===== src/hw/rvv_pkg.sv =====
`default_nettype none

package rvv_pkg;

	localparam int XLEN      = 32;
	localparam int NUM_VREGS = 32;

	typedef logic [4:0] vreg_addr_t;

	// major opcodes
	localparam logic [6:0] OPC_OP_V     = 7'b1010111;
	localparam logic [6:0] OPC_LOAD_FP  = 7'b0000111;
	localparam logic [6:0] OPC_STORE_FP = 7'b0100111;

	typedef enum logic [2:0] {
		OP_NONE,
		OP_VSETVLI,
		OP_VSETIVLI,
		OP_VSETVL,
		OP_VLE,
		OP_VSE
	} rvv_op_e;

	// same encoding as the vsew field of vtype
	typedef enum logic [2:0] {
		SEW_8    = 3'b000,
		SEW_16   = 3'b001,
		SEW_32   = 3'b010,
		SEW_RSVD = 3'b011
	} rvv_sew_e;

	typedef struct packed {
		logic             vill;
		logic [XLEN-10:0] rsvd;
		logic             vma;
		logic             vta;
		rvv_sew_e         vsew;
		logic [2:0]       vlmul;
	} vtype_t;

	localparam vtype_t VTYPE_ILLEGAL = vtype_t'({1'b1, {(XLEN-1){1'b0}}});

endpackage

`default_nettype wire


===== src/hw/rvv_mem_cmd_if.sv =====
`timescale 1ns/1ps
`default_nettype none

interface rvv_mem_cmd_if;
	import rvv_pkg::*;

	logic            start;  // one cycle, unit idle
	logic            store;
	rvv_sew_e        eew;
	vreg_addr_t      vd;
	logic [XLEN-1:0] base;
	logic [XLEN-1:0] vl;
	logic            done;   // one cycle after last element

	modport seq (
		output start,
		output store,
		output eew,
		output vd,
		output base,
		output vl,
		input  done
	);

	modport unit (
		input  start,
		input  store,
		input  eew,
		input  vd,
		input  base,
		input  vl,
		output done
	);

endinterface

`default_nettype wire


===== src/hw/rvv_vreg_if.sv =====
`timescale 1ns/1ps
`default_nettype none

interface rvv_vreg_if #(
	parameter int VLEN = 128
);
	import rvv_pkg::*;

	logic              we;
	vreg_addr_t        waddr;
	logic [VLEN/8-1:0] wbe;    // one bit per byte of the register
	logic [VLEN-1:0]   wdata;
	vreg_addr_t        raddr;
	logic [VLEN-1:0]   rdata;  // async read

	modport master (
		output we,
		output waddr,
		output wbe,
		output wdata,
		output raddr,
		input  rdata
	);

	modport target (
		input  we,
		input  waddr,
		input  wbe,
		input  wdata,
		input  raddr,
		output rdata
	);

endinterface

`default_nettype wire


===== src/hw/rvv_config.sv =====
`timescale 1ns/1ps
`default_nettype none

module rvv_config #(
	parameter int VLEN = 128
) (
	input  wire logic                     clk,
	input  wire logic                     resetn,
	input  wire logic                     update_i,
	input  wire rvv_pkg::rvv_op_e         op_i,
	input  wire logic [rvv_pkg::XLEN-1:0] insn_i,
	input  wire logic [rvv_pkg::XLEN-1:0] rs1_i,
	input  wire logic [rvv_pkg::XLEN-1:0] rs2_i,
	output logic [rvv_pkg::XLEN-1:0]      vl_o,
	output rvv_pkg::vtype_t               vtype_o
);
	import rvv_pkg::*;

	localparam logic [XLEN-1:0] VLEN_W = XLEN'(VLEN);

	vtype_t          vtype_q;
	vtype_t          vtype_new;
	logic [7:0]      zimm;
	logic [XLEN-1:0] vl_q;
	logic [XLEN-1:0] vlmax;
	logic [XLEN-1:0] avl;
	logic [XLEN-1:0] vl_new;
	logic            sew_ok;
	logic            illegal;

	// vsetvl takes vtype from rs2, the others from the immediate
	assign zimm      = (op_i == OP_VSETVL) ? rs2_i[7:0] : insn_i[27:20];
	assign vtype_new = vtype_t'({{(XLEN-8){1'b0}}, zimm});

	assign sew_ok = (vtype_new.vsew == SEW_8) || (vtype_new.vsew == SEW_16) ||
		(vtype_new.vsew == SEW_32);

	always_comb begin
		vlmax = VLEN_W >> (3 + int'(vtype_new.vsew)); // elements per register
		case (vtype_new.vlmul)
			3'd0, 3'd1, 3'd2, 3'd3: vlmax = vlmax << vtype_new.vlmul;
			3'd4:    vlmax = '0; // reserved lmul
			default: vlmax = vlmax >> (4'd8 - {1'b0, vtype_new.vlmul}); // mf8 to mf2
		endcase
	end

	assign illegal = !sew_ok || (vlmax == '0);

	always_comb begin
		if (op_i == OP_VSETIVLI)
			avl = XLEN'(insn_i[19:15]);
		else if (insn_i[19:15] != 5'd0)
			avl = rs1_i;
		else if (insn_i[11:7] != 5'd0)
			avl = '1; // ask for vlmax
		else
			avl = vl_q; // keep current vl
	end

	assign vl_new = (avl < vlmax) ? avl : vlmax;

	always_ff @(posedge clk) begin
		if (!resetn) begin
			vtype_q <= VTYPE_ILLEGAL;
			vl_q    <= '0;
		end else if (update_i) begin
			if (illegal) begin
				vtype_q <= VTYPE_ILLEGAL;
				vl_q    <= '0;
			end else begin
				vtype_q <= vtype_new;
				vl_q    <= vl_new;
			end
		end
	end

	assign vl_o    = vl_q;
	assign vtype_o = vtype_q;

endmodule

`default_nettype wire


===== src/hw/rvv_coproc_top.sv =====
`timescale 1ns/1ps
`default_nettype none

module rvv_coproc_top #(
	parameter int VLEN = 128
) (
	input  wire logic                     clk,
	input  wire logic                     resetn,
	input  wire logic                     pcpi_valid_i,
	input  wire logic [rvv_pkg::XLEN-1:0] pcpi_insn_i,
	input  wire logic [rvv_pkg::XLEN-1:0] pcpi_rs1_i,
	input  wire logic [rvv_pkg::XLEN-1:0] pcpi_rs2_i,
	output logic                          pcpi_wr_o,
	output logic [rvv_pkg::XLEN-1:0]      pcpi_rd_o,
	output logic                          pcpi_wait_o,
	output logic                          pcpi_ready_o,
	output logic                          pcpi_is_rvv_o,
	output logic                          wb_cyc_o,
	output logic                          wb_stb_o,
	output logic                          wb_we_o,
	output logic [rvv_pkg::XLEN-1:0]      wb_adr_o,
	output logic [rvv_pkg::XLEN-1:0]      wb_dat_o,
	output logic [3:0]                    wb_sel_o,
	input  wire logic [rvv_pkg::XLEN-1:0] wb_dat_i,
	input  wire logic                     wb_ack_i
);
	import rvv_pkg::*;

	rvv_op_e         op;
	rvv_sew_e        eew;
	logic            cfg_update;
	logic [XLEN-1:0] vl;
	vtype_t          vtype; // current vtype, observed from outside

	rvv_mem_cmd_if mem_cmd ();
	rvv_vreg_if #(.VLEN(VLEN)) vreg_bus ();

	rvv_decoder i_decoder (
		.insn_i   (pcpi_insn_i),
		.op_o     (op),
		.eew_o    (eew),
		.is_rvv_o (pcpi_is_rvv_o)
	);

	rvv_config #(.VLEN(VLEN)) i_config (
		.clk      (clk),
		.resetn   (resetn),
		.update_i (cfg_update),
		.op_i     (op),
		.insn_i   (pcpi_insn_i),
		.rs1_i    (pcpi_rs1_i),
		.rs2_i    (pcpi_rs2_i),
		.vl_o     (vl),
		.vtype_o  (vtype)
	);

	rvv_sequencer i_sequencer (
		.clk          (clk),
		.resetn       (resetn),
		.pcpi_valid_i (pcpi_valid_i),
		.pcpi_insn_i  (pcpi_insn_i),
		.pcpi_rs1_i   (pcpi_rs1_i),
		.pcpi_rs2_i   (pcpi_rs2_i),
		.op_i         (op),
		.eew_i        (eew),
		.vl_i         (vl),
		.cfg_update_o (cfg_update),
		.cmd          (mem_cmd.seq),
		.pcpi_wr_o    (pcpi_wr_o),
		.pcpi_rd_o    (pcpi_rd_o),
		.pcpi_wait_o  (pcpi_wait_o),
		.pcpi_ready_o (pcpi_ready_o)
	);

	rvv_mem_unit #(.VLEN(VLEN)) i_mem_unit (
		.clk      (clk),
		.resetn   (resetn),
		.cmd      (mem_cmd.unit),
		.vreg     (vreg_bus.master),
		.wb_cyc_o (wb_cyc_o),
		.wb_stb_o (wb_stb_o),
		.wb_we_o  (wb_we_o),
		.wb_adr_o (wb_adr_o),
		.wb_dat_o (wb_dat_o),
		.wb_sel_o (wb_sel_o),
		.wb_dat_i (wb_dat_i),
		.wb_ack_i (wb_ack_i)
	);

	rvv_vregfile #(.VLEN(VLEN)) i_vregfile (
		.clk  (clk),
		.vreg (vreg_bus.target)
	);

endmodule

`default_nettype wire


===== src/hw/rvv_decoder.sv =====
`timescale 1ns/1ps
`default_nettype none

module rvv_decoder (
	input  wire logic [rvv_pkg::XLEN-1:0] insn_i,
	output rvv_pkg::rvv_op_e              op_o,
	output rvv_pkg::rvv_sew_e             eew_o,
	output logic                          is_rvv_o
);
	import rvv_pkg::*;

	logic [6:0] opcode;
	logic [2:0] funct3;
	logic       unit_stride;

	assign opcode = insn_i[6:0];
	assign funct3 = insn_i[14:12];

	// nf, mew, mop and lumop/sumop all zero, vm is don't care
	assign unit_stride = (insn_i[31:26] == 6'd0) && (insn_i[24:20] == 5'd0);

	always_comb begin
		op_o  = OP_NONE;
		eew_o = SEW_8;
		case (opcode)
			OPC_OP_V: begin
				if (funct3 == 3'b111) begin
					if (!insn_i[31])
						op_o = OP_VSETVLI;
					else if (insn_i[31:30] == 2'b11)
						op_o = OP_VSETIVLI;
					else if (insn_i[31:25] == 7'b1000000)
						op_o = OP_VSETVL;
				end
			end
			OPC_LOAD_FP, OPC_STORE_FP: begin
				case (funct3)
					3'b000:  eew_o = SEW_8;
					3'b101:  eew_o = SEW_16;
					3'b110:  eew_o = SEW_32;
					default: eew_o = SEW_RSVD; // e64 or scalar fp width
				endcase
				if (unit_stride && eew_o != SEW_RSVD)
					op_o = (opcode == OPC_STORE_FP) ? OP_VSE : OP_VLE;
			end
			default: op_o = OP_NONE;
		endcase
	end

	assign is_rvv_o = (op_o != OP_NONE);

endmodule

`default_nettype wire


===== src/hw/rvv_mem_unit.sv =====
`timescale 1ns/1ps
`default_nettype none

module rvv_mem_unit #(
	parameter int VLEN = 128
) (
	input  wire logic                     clk,
	input  wire logic                     resetn,
	rvv_mem_cmd_if.unit                   cmd,
	rvv_vreg_if.master                    vreg,
	output logic                          wb_cyc_o,
	output logic                          wb_stb_o,
	output logic                          wb_we_o,
	output logic [rvv_pkg::XLEN-1:0]      wb_adr_o,
	output logic [rvv_pkg::XLEN-1:0]      wb_dat_o,
	output logic [3:0]                    wb_sel_o,
	input  wire logic [rvv_pkg::XLEN-1:0] wb_dat_i,
	input  wire logic                     wb_ack_i
);
	import rvv_pkg::*;

	localparam int VLENB = VLEN / 8;
	localparam int LB    = $clog2(VLENB); // log2 of bytes per register

	typedef enum logic [1:0] {
		ST_IDLE,
		ST_BUS,
		ST_FINISH
	} state_e;

	state_e          state;
	logic            stb_q;
	logic [XLEN-1:0] cnt;       // element index
	logic [XLEN-1:0] grp_pos;   // byte position inside the register group
	logic [XLEN-1:0] byte_addr;
	logic [LB-1:0]   reg_off;
	vreg_addr_t      vidx;
	logic [1:0]      lane;      // byte lane in the bus word
	logic [3:0]      emask;
	logic [31:0]     st_elem;
	logic            last;
	logic            xfer;

	assign grp_pos   = cnt << cmd.eew;
	assign byte_addr = cmd.base + grp_pos;
	assign lane      = byte_addr[1:0];
	assign reg_off   = grp_pos[LB-1:0];
	assign vidx      = cmd.vd + vreg_addr_t'(grp_pos >> LB); // group can span registers
	assign last      = (cnt == cmd.vl - 1'b1);
	assign xfer      = stb_q && wb_ack_i;

	always_comb begin
		case (cmd.eew)
			SEW_16:  emask = 4'b0011;
			SEW_32:  emask = 4'b1111;
			default: emask = 4'b0001;
		endcase
	end

	// element must not cross a word boundary
	assign wb_cyc_o = stb_q;
	assign wb_stb_o = stb_q;
	assign wb_we_o  = stb_q & cmd.store;
	assign wb_adr_o = {byte_addr[XLEN-1:2], 2'b00};
	assign wb_sel_o = emask << lane;
	assign st_elem  = 32'(vreg.rdata >> {reg_off, 3'b000});
	assign wb_dat_o = st_elem << {lane, 3'b000};

	// load data lands at the element's byte offset in the register
	assign vreg.we    = xfer && !cmd.store;
	assign vreg.waddr = vidx;
	assign vreg.raddr = vidx;
	assign vreg.wbe   = VLENB'(emask) << reg_off;
	assign vreg.wdata = VLEN'(wb_dat_i >> {lane, 3'b000}) << {reg_off, 3'b000};

	always_ff @(posedge clk) begin
		if (!resetn) begin
			state <= ST_IDLE;
			stb_q <= 1'b0;
			cnt   <= '0;
		end else begin
			case (state)
				ST_IDLE: begin
					cnt <= '0;
					if (cmd.start) begin
						if (cmd.vl == '0) begin
							state <= ST_FINISH; // nothing to move
						end else begin
							state <= ST_BUS;
							stb_q <= 1'b1;
						end
					end
				end
				ST_BUS: begin
					if (xfer) begin
						stb_q <= 1'b0; // bus cycle ends, idle one clock
						if (last)
							state <= ST_FINISH;
						else
							cnt <= cnt + 1'b1;
					end else if (!stb_q) begin
						stb_q <= 1'b1; // next element
					end
				end
				ST_FINISH: state <= ST_IDLE;
				default:   state <= ST_IDLE;
			endcase
		end
	end

	assign cmd.done = (state == ST_FINISH);

endmodule

`default_nettype wire


===== src/hw/rvv_sequencer.sv =====
`timescale 1ns/1ps
`default_nettype none

module rvv_sequencer (
	input  wire logic                     clk,
	input  wire logic                     resetn,
	input  wire logic                     pcpi_valid_i,
	input  wire logic [rvv_pkg::XLEN-1:0] pcpi_insn_i,
	input  wire logic [rvv_pkg::XLEN-1:0] pcpi_rs1_i,
	input  wire logic [rvv_pkg::XLEN-1:0] pcpi_rs2_i,
	input  wire rvv_pkg::rvv_op_e         op_i,
	input  wire rvv_pkg::rvv_sew_e        eew_i,
	input  wire logic [rvv_pkg::XLEN-1:0] vl_i,
	output logic                          cfg_update_o,
	rvv_mem_cmd_if.seq                    cmd,
	output logic                          pcpi_wr_o,
	output logic [rvv_pkg::XLEN-1:0]      pcpi_rd_o,
	output logic                          pcpi_wait_o,
	output logic                          pcpi_ready_o
);
	import rvv_pkg::*;

	typedef enum logic [1:0] {
		S_IDLE,
		S_MEM_BUSY,
		S_RESPOND
	} state_e;

	state_e          state;
	logic            is_cfg;
	logic            is_mem;
	logic            dispatch;
	logic            cfg_q;     // answer carries vl
	logic            start_q;
	logic            store_q;
	rvv_sew_e        eew_q;
	vreg_addr_t      vd_q;
	logic [XLEN-1:0] base_q;
	logic [XLEN-1:0] vl_q;

	assign is_cfg   = (op_i == OP_VSETVLI) || (op_i == OP_VSETIVLI) || (op_i == OP_VSETVL);
	assign is_mem   = (op_i == OP_VLE) || (op_i == OP_VSE);
	assign dispatch = (state == S_IDLE) && pcpi_valid_i;

	assign cfg_update_o = dispatch && is_cfg;

	always_ff @(posedge clk) begin
		if (!resetn) begin
			state   <= S_IDLE;
			cfg_q   <= 1'b0;
			start_q <= 1'b0;
		end else begin
			start_q <= 1'b0;
			case (state)
				S_IDLE: begin
					if (dispatch && is_cfg) begin
						state <= S_RESPOND;
						cfg_q <= 1'b1;
					end else if (dispatch && is_mem) begin
						state   <= S_MEM_BUSY;
						cfg_q   <= 1'b0;
						start_q <= 1'b1;
					end
				end
				S_MEM_BUSY: if (cmd.done) state <= S_RESPOND;
				S_RESPOND:  state <= S_IDLE;
				default:    state <= S_IDLE;
			endcase
		end
	end

	// command fields, held while the unit works
	always_ff @(posedge clk) begin
		if (dispatch && is_mem) begin
			store_q <= (op_i == OP_VSE);
			eew_q   <= eew_i;
			vd_q    <= pcpi_insn_i[11:7];
			base_q  <= pcpi_rs1_i;
			vl_q    <= vl_i;
		end
	end

	assign cmd.start = start_q;
	assign cmd.store = store_q;
	assign cmd.eew   = eew_q;
	assign cmd.vd    = vd_q;
	assign cmd.base  = base_q;
	assign cmd.vl    = vl_q;

	assign pcpi_wait_o  = (state == S_MEM_BUSY);
	assign pcpi_ready_o = (state == S_RESPOND);
	assign pcpi_wr_o    = pcpi_ready_o && cfg_q;
	assign pcpi_rd_o    = pcpi_wr_o ? vl_i : '0; // vl already updated by config

endmodule

`default_nettype wire


===== src/hw/rvv_vregfile.sv =====
`timescale 1ns/1ps
`default_nettype none

module rvv_vregfile #(
	parameter int VLEN = 128
) (
	input wire logic   clk,
	rvv_vreg_if.target vreg
);
	import rvv_pkg::*;

	localparam int VLENB = VLEN / 8;

	logic [VLEN-1:0] regs [NUM_VREGS];

	initial begin
		for (int i = 0; i < NUM_VREGS; i++)
			regs[i] = '0;
	end

	// byte lanes, only the element being loaded is touched
	always_ff @(posedge clk) begin
		if (vreg.we) begin
			for (int b = 0; b < VLENB; b++) begin
				if (vreg.wbe[b])
					regs[vreg.waddr][8*b +: 8] <= vreg.wdata[8*b +: 8];
			end
		end
	end

	assign vreg.rdata = regs[vreg.raddr];

endmodule

`default_nettype wire


===== config.mk =====
export PLATFORM = sky130hd
export DESIGN_NAME = rvv_coproc_top
export DESIGN_NICKNAME = d
export VERILOG_FILES = /design/src/hw/rvv_pkg.sv /design/src/hw/rvv_mem_cmd_if.sv /design/src/hw/rvv_vreg_if.sv /design/src/hw/rvv_config.sv /design/src/hw/rvv_coproc_top.sv /design/src/hw/rvv_decoder.sv /design/src/hw/rvv_mem_unit.sv /design/src/hw/rvv_sequencer.sv /design/src/hw/rvv_vregfile.sv
export SDC_FILE = /design/constraint.sdc
export NUM_CORES = 2
export LEC_CHECK = 0
export ABC_CLOCK_PERIOD_IN_PS = 8100
export CAP_MARGIN = 30
export CORE_ASPECT_RATIO = 2
export CORE_UTILIZATION = 50
export CTS_CLUSTER_DIAMETER = 30
export CTS_CLUSTER_SIZE = 20
export DETAILED_ROUTE_END_ITERATION = 7
export DONT_BUFFER_PORTS = 1
export PLACE_DENSITY = 0.71
export SLEW_MARGIN = 30
export SYNTH_ARGS = -nofsm -noshare
export SYNTH_HDL_FRONTEND = slang
export SYNTH_SLANG_ARGS = --single-unit

===== constraint.sdc =====
create_clock -name clk -period 8.1 [get_ports clk]
set_input_delay 1.62 -clock clk [delete_from_list [all_inputs] [get_ports clk]]
set_output_delay 1.62 -clock clk [all_outputs]
set_load 0.005 [all_outputs]

==> results.txt <==
The final route contains 104000 vias. The areal power density over the cells works out to 219 nW/um^2. The synthesis-to-finish area growth works out to 17.4%. The worst setup path is captured at an output port. Including well taps, the total number of placed cells is 14400. The number of DRC violations after detailed routing came out at 19. The fraction of final layout cells with drive strength greater than 1 is 0.317, and the mean instance size in the synthesized netlist is 18.3 um^2. Counting the fill cells in the layout gives 24500. The detail route stage leaves a number of antenna-violating nets equal to 0.

The tree built by TritonCTS fans out to 4239 sinks. In this run the vertical extent of the chip is 840 um. Count of non-filler cells in the finished layout: 15400. The number of placement rows is 307, and the maximum level of the CTS H-tree is 5. The first TritonRoute pass finished after 8 iterations.

The run finished, with violations left. After synthesis, the netlist uses 129 different library cells. The library cell used most frequently in the layout, excluding fill and tap cells, is sky130_fd_sc_hd__edfxtp_1.

In the layout the commonest cells are sky130_fd_sc_hd__edfxtp_1 (4168), sky130_fd_sc_hd__mux4_2 (1074), sky130_fd_sc_hd__buf_4 (772). The final max-slew violation count was 0; the via count of the first global-routing pass was 105000. After detailed routing, the average wire length per cell comes to 40.0 um.

The average via count per standard cell works out to 6.78. The worst setup path is launched from a register. The total track usage is 0.349, and the end-of-flow core utilization is 0.590.

Global routing finished with a remaining overflow of 0. The area inside the core boundary came out at 349000 um^2. The first-pass GRT wire length was 838 mm; the max-cap check violation count was 0. Worst-path cell with the longest stage delay: sky130_fd_sc_hd__fa_4.

The leading register cell type out of synthesis is sky130_fd_sc_hd__edfxtp_1. The number of hold buffers added after CTS was 0. At the end of routability-driven placement, the weighted congestion stood at 1.07.

TritonCTS built the clock tree. The starting density of the core is 0.502, and the longest individual stage delay on the worst path is 840 ps. The share of the clock period used by the worst path was 1.01. The overall routed net length is 617 mm. For the max-slew headroom at the worst pin, the log shows 0.230. The maximum fanout along the worst path came out at 23. The number of buffer cells added on primary ports is 0, and the maximum VDD drop is 0.193 mV. For this run, the post-layout net count is 10500.

The sequential fraction of the synthesis area is 0.722. Buffers inserted during clock tree synthesis total 432. The width of the die is 421 um. The upper clock frequency limit was 0.122 GHz. The hold violation total from the final report was 0; the worst path setup slack after routing was -80.0 ps. The final hold slack was 489 ps.

Walking the worst path, the cells encountered are buf_12, nand2_4, o21ai_2, nand2_1, o21ai_1, buf_4, ha_4, fa_4, buf_12, buf_16, buf_6, mux4_2, mux2i_1, o22ai_1, or4_4, o211ai_1, o211ai_1, o2111ai_2, o221ai_1, buf_4. For the area of the die, the log shows 353000 um^2. The Yosys step of the flow raised 0 warnings. Yosys mapped a number of flops with a built-in enable equal to 4168.

At the later pin of the worst-skew pair, clock insertion delay measures 1020 ps. At the pin with the least slew margin, the transition time is 1150 ps. The synthesized area is 175000 um^2, and the top-level I/O count is 239. The proportion of register bits with asynchronous set or reset after synthesis is 0, and the worst setup slack before clock tree synthesis is 100 ps. Entering global routing, the biggest net connects 74 pins. The initial antenna violation count came out at 41. The post-route minimum period is 8180 ps, and the signal arrival time at the worst endpoint is 6560 ps. The clock arrives with 76.7 ps of skew. Number of synthesized register bits: 4239. The CTS clock-pin slew for the worst setup and hold paths came out at 60 ps.

STA puts the critical path data required time at 6480 ps. CTS placed an instance of sky130_fd_sc_hd__clkbuf_16 at the clock tree root. In the synthesized netlist, the number of instances is 9592.

In this run the static leakage power is 65.7 nW. The tools report the number of buffers between clock root and the deepest sink as 4. The critical path is of the reg -> out type. Setup violations remaining at the end of the flow were counted as 10.

In this run the worst hold path is classified as reg -> reg. HPWL reported at the end of detailed placement: 423 mm. The checks that failed: design-rule violations, negative setup slack. Setup repair after global routing could not meet its margin everywhere. After the first detailed-routing iteration, the DRC count stood at 13500.
state kept, by name (all words and copies together), names as in the netlist, 2 cells and up:
register	flops
i_config.vl_o	32
i_sequencer.state	2
i_vregfile.regs	4096
i_mem_unit.cnt	32
i_sequencer.cmd.base	32
i_mem_unit.state	2
i_sequencer.cmd.vd	5
i_sequencer.cmd.eew	2
i_sequencer.cmd.vl	32
worst paths after layout:
path,startpoint,to,slack (ps),cells after the start
max,i_sequencer.cmd.eew[0]$_SDFFCE_PP0P_,wb_dat_o[30],-80,20
min,i_config.vl_o[14]$_SDFFE_PN0P_,i_sequencer.cmd.vl[14]$_DFFE_PP_,490,0
max reg2reg,i_sequencer.cmd.eew[0]$_SDFFCE_PP0P_,i_vregfile.regs[19][1]$_DFFE_PP_,1840,16
min reg2reg,i_config.vl_o[14]$_SDFFE_PN0P_,i_sequencer.cmd.vl[14]$_DFFE_PP_,490,0
synthesized netlist by cell type, types with 50 or more instances:
cell type                  number  area share
sky130_fd_sc_hd__ha_1          50      0.0036
sky130_fd_sc_hd__buf_4        118      0.0051
sky130_fd_sc_hd__o22ai_1       56      0.0020
sky130_fd_sc_hd__dfxtp_1       71      0.0081
sky130_fd_sc_hd__edfxtp_1    4168        0.71
sky130_fd_sc_hd__nand2_1      499       0.011
sky130_fd_sc_hd__nor2_1       804       0.017
sky130_fd_sc_hd__and2_1        50      0.0018
sky130_fd_sc_hd__mux2i_1      178       0.010
sky130_fd_sc_hd__nand3_1      234      0.0067
sky130_fd_sc_hd__mux4_2      1074        0.14
sky130_fd_sc_hd__clkbuf_1     344      0.0074
sky130_fd_sc_hd__nor3_1        65      0.0019
sky130_fd_sc_hd__and3_1       135      0.0048
sky130_fd_sc_hd__o21ai_0      262      0.0075
sky130_fd_sc_hd__a21oi_1      250      0.0071
sky130_fd_sc_hd__a31oi_1       59      0.0021
sky130_fd_sc_hd__a211oi_1      63      0.0027
sky130_fd_sc_hd__buf_2        125      0.0036
sky130_fd_sc_hd__mux2_2        65      0.0042
sky130_fd_sc_hd__o211ai_1      58      0.0025
worst max-delay path: cells and delay by family, from the launching register on:
family          cells  cell delay (ps)
compound gates      7             1620
buf+inv             6             1210
fa+ha+maj           2             1020
simple gates        3              680
mux                 2              630
flops               1              430
stage by stage:
step	power (mW)	TNS (ps)	cell area, um^2
3_5_place_dp	24.4	0	186000
2_1_floorplan	24.3	0	175000
5_1_grt	45.9	-272	206000
6_report	45.1	-392	206000
4_1_cts	45.2	-61.3	205000
3_3_place_gp	24.4	0	186000
where the power goes:
group          leakage, nW  internal, mW  switching, mW
logic                 20.5        0.0417          0.122
registers             37.8          23.7      0.0000264
clock network         7.38          11.7           9.54
total                 65.7          35.4           9.66
kinds of logic after synthesis:
group           after synthesis  share of synthesized area
flops                      4239                      0.722
simple gates               2024                     0.0530
mux                        1319                      0.152
compound gates             1156                     0.0444
buf+inv                     698                     0.0194
xor+xnor                    101                    0.00526
fa+ha+maj                    53                    0.00385
other cells                   2                  0.0000428
final cells by class:
| class | count | area, um^2 | share of cell area |
|---|---|---|---|
| Sequential cell | 4239 | 127000 | 0.615 |
| Multi-Input combinational cell | 4660 | 47700 | 0.232 |
| Clock buffer | 460 | 11100 | 0.0538 |
| Timing Repair Buffer | 986 | 10100 | 0.0493 |
| Tap cell | 4635 | 5800 | 0.0282 |
| Clock inverter | 349 | 4230 | 0.0206 |
| Inverter | 40 | 156 | 0.000760 |
| Antenna cell | 52 | 130 | 0.000632 |
per-layer routing:
metal	GRT usage	up-vias	part of all wire	routed length [um]
met4	0.338	14	0.12	72200
met5	0	-	0.00017	108
met2	0.566	7756	0.49	300000
li1	-	40800	-	-
met1	0.369	53700	0.29	179000
met3	0.0812	2256	0.11	65500
what timing repair did:
item                       CTS  global route
gates cloned                27             5
pin swaps                   71            50
buffers inserted            80            29
resized for setup          307           115
setup endpoints to repair   32            29
No activity file was read; power rests on OpenSTA's default activity.
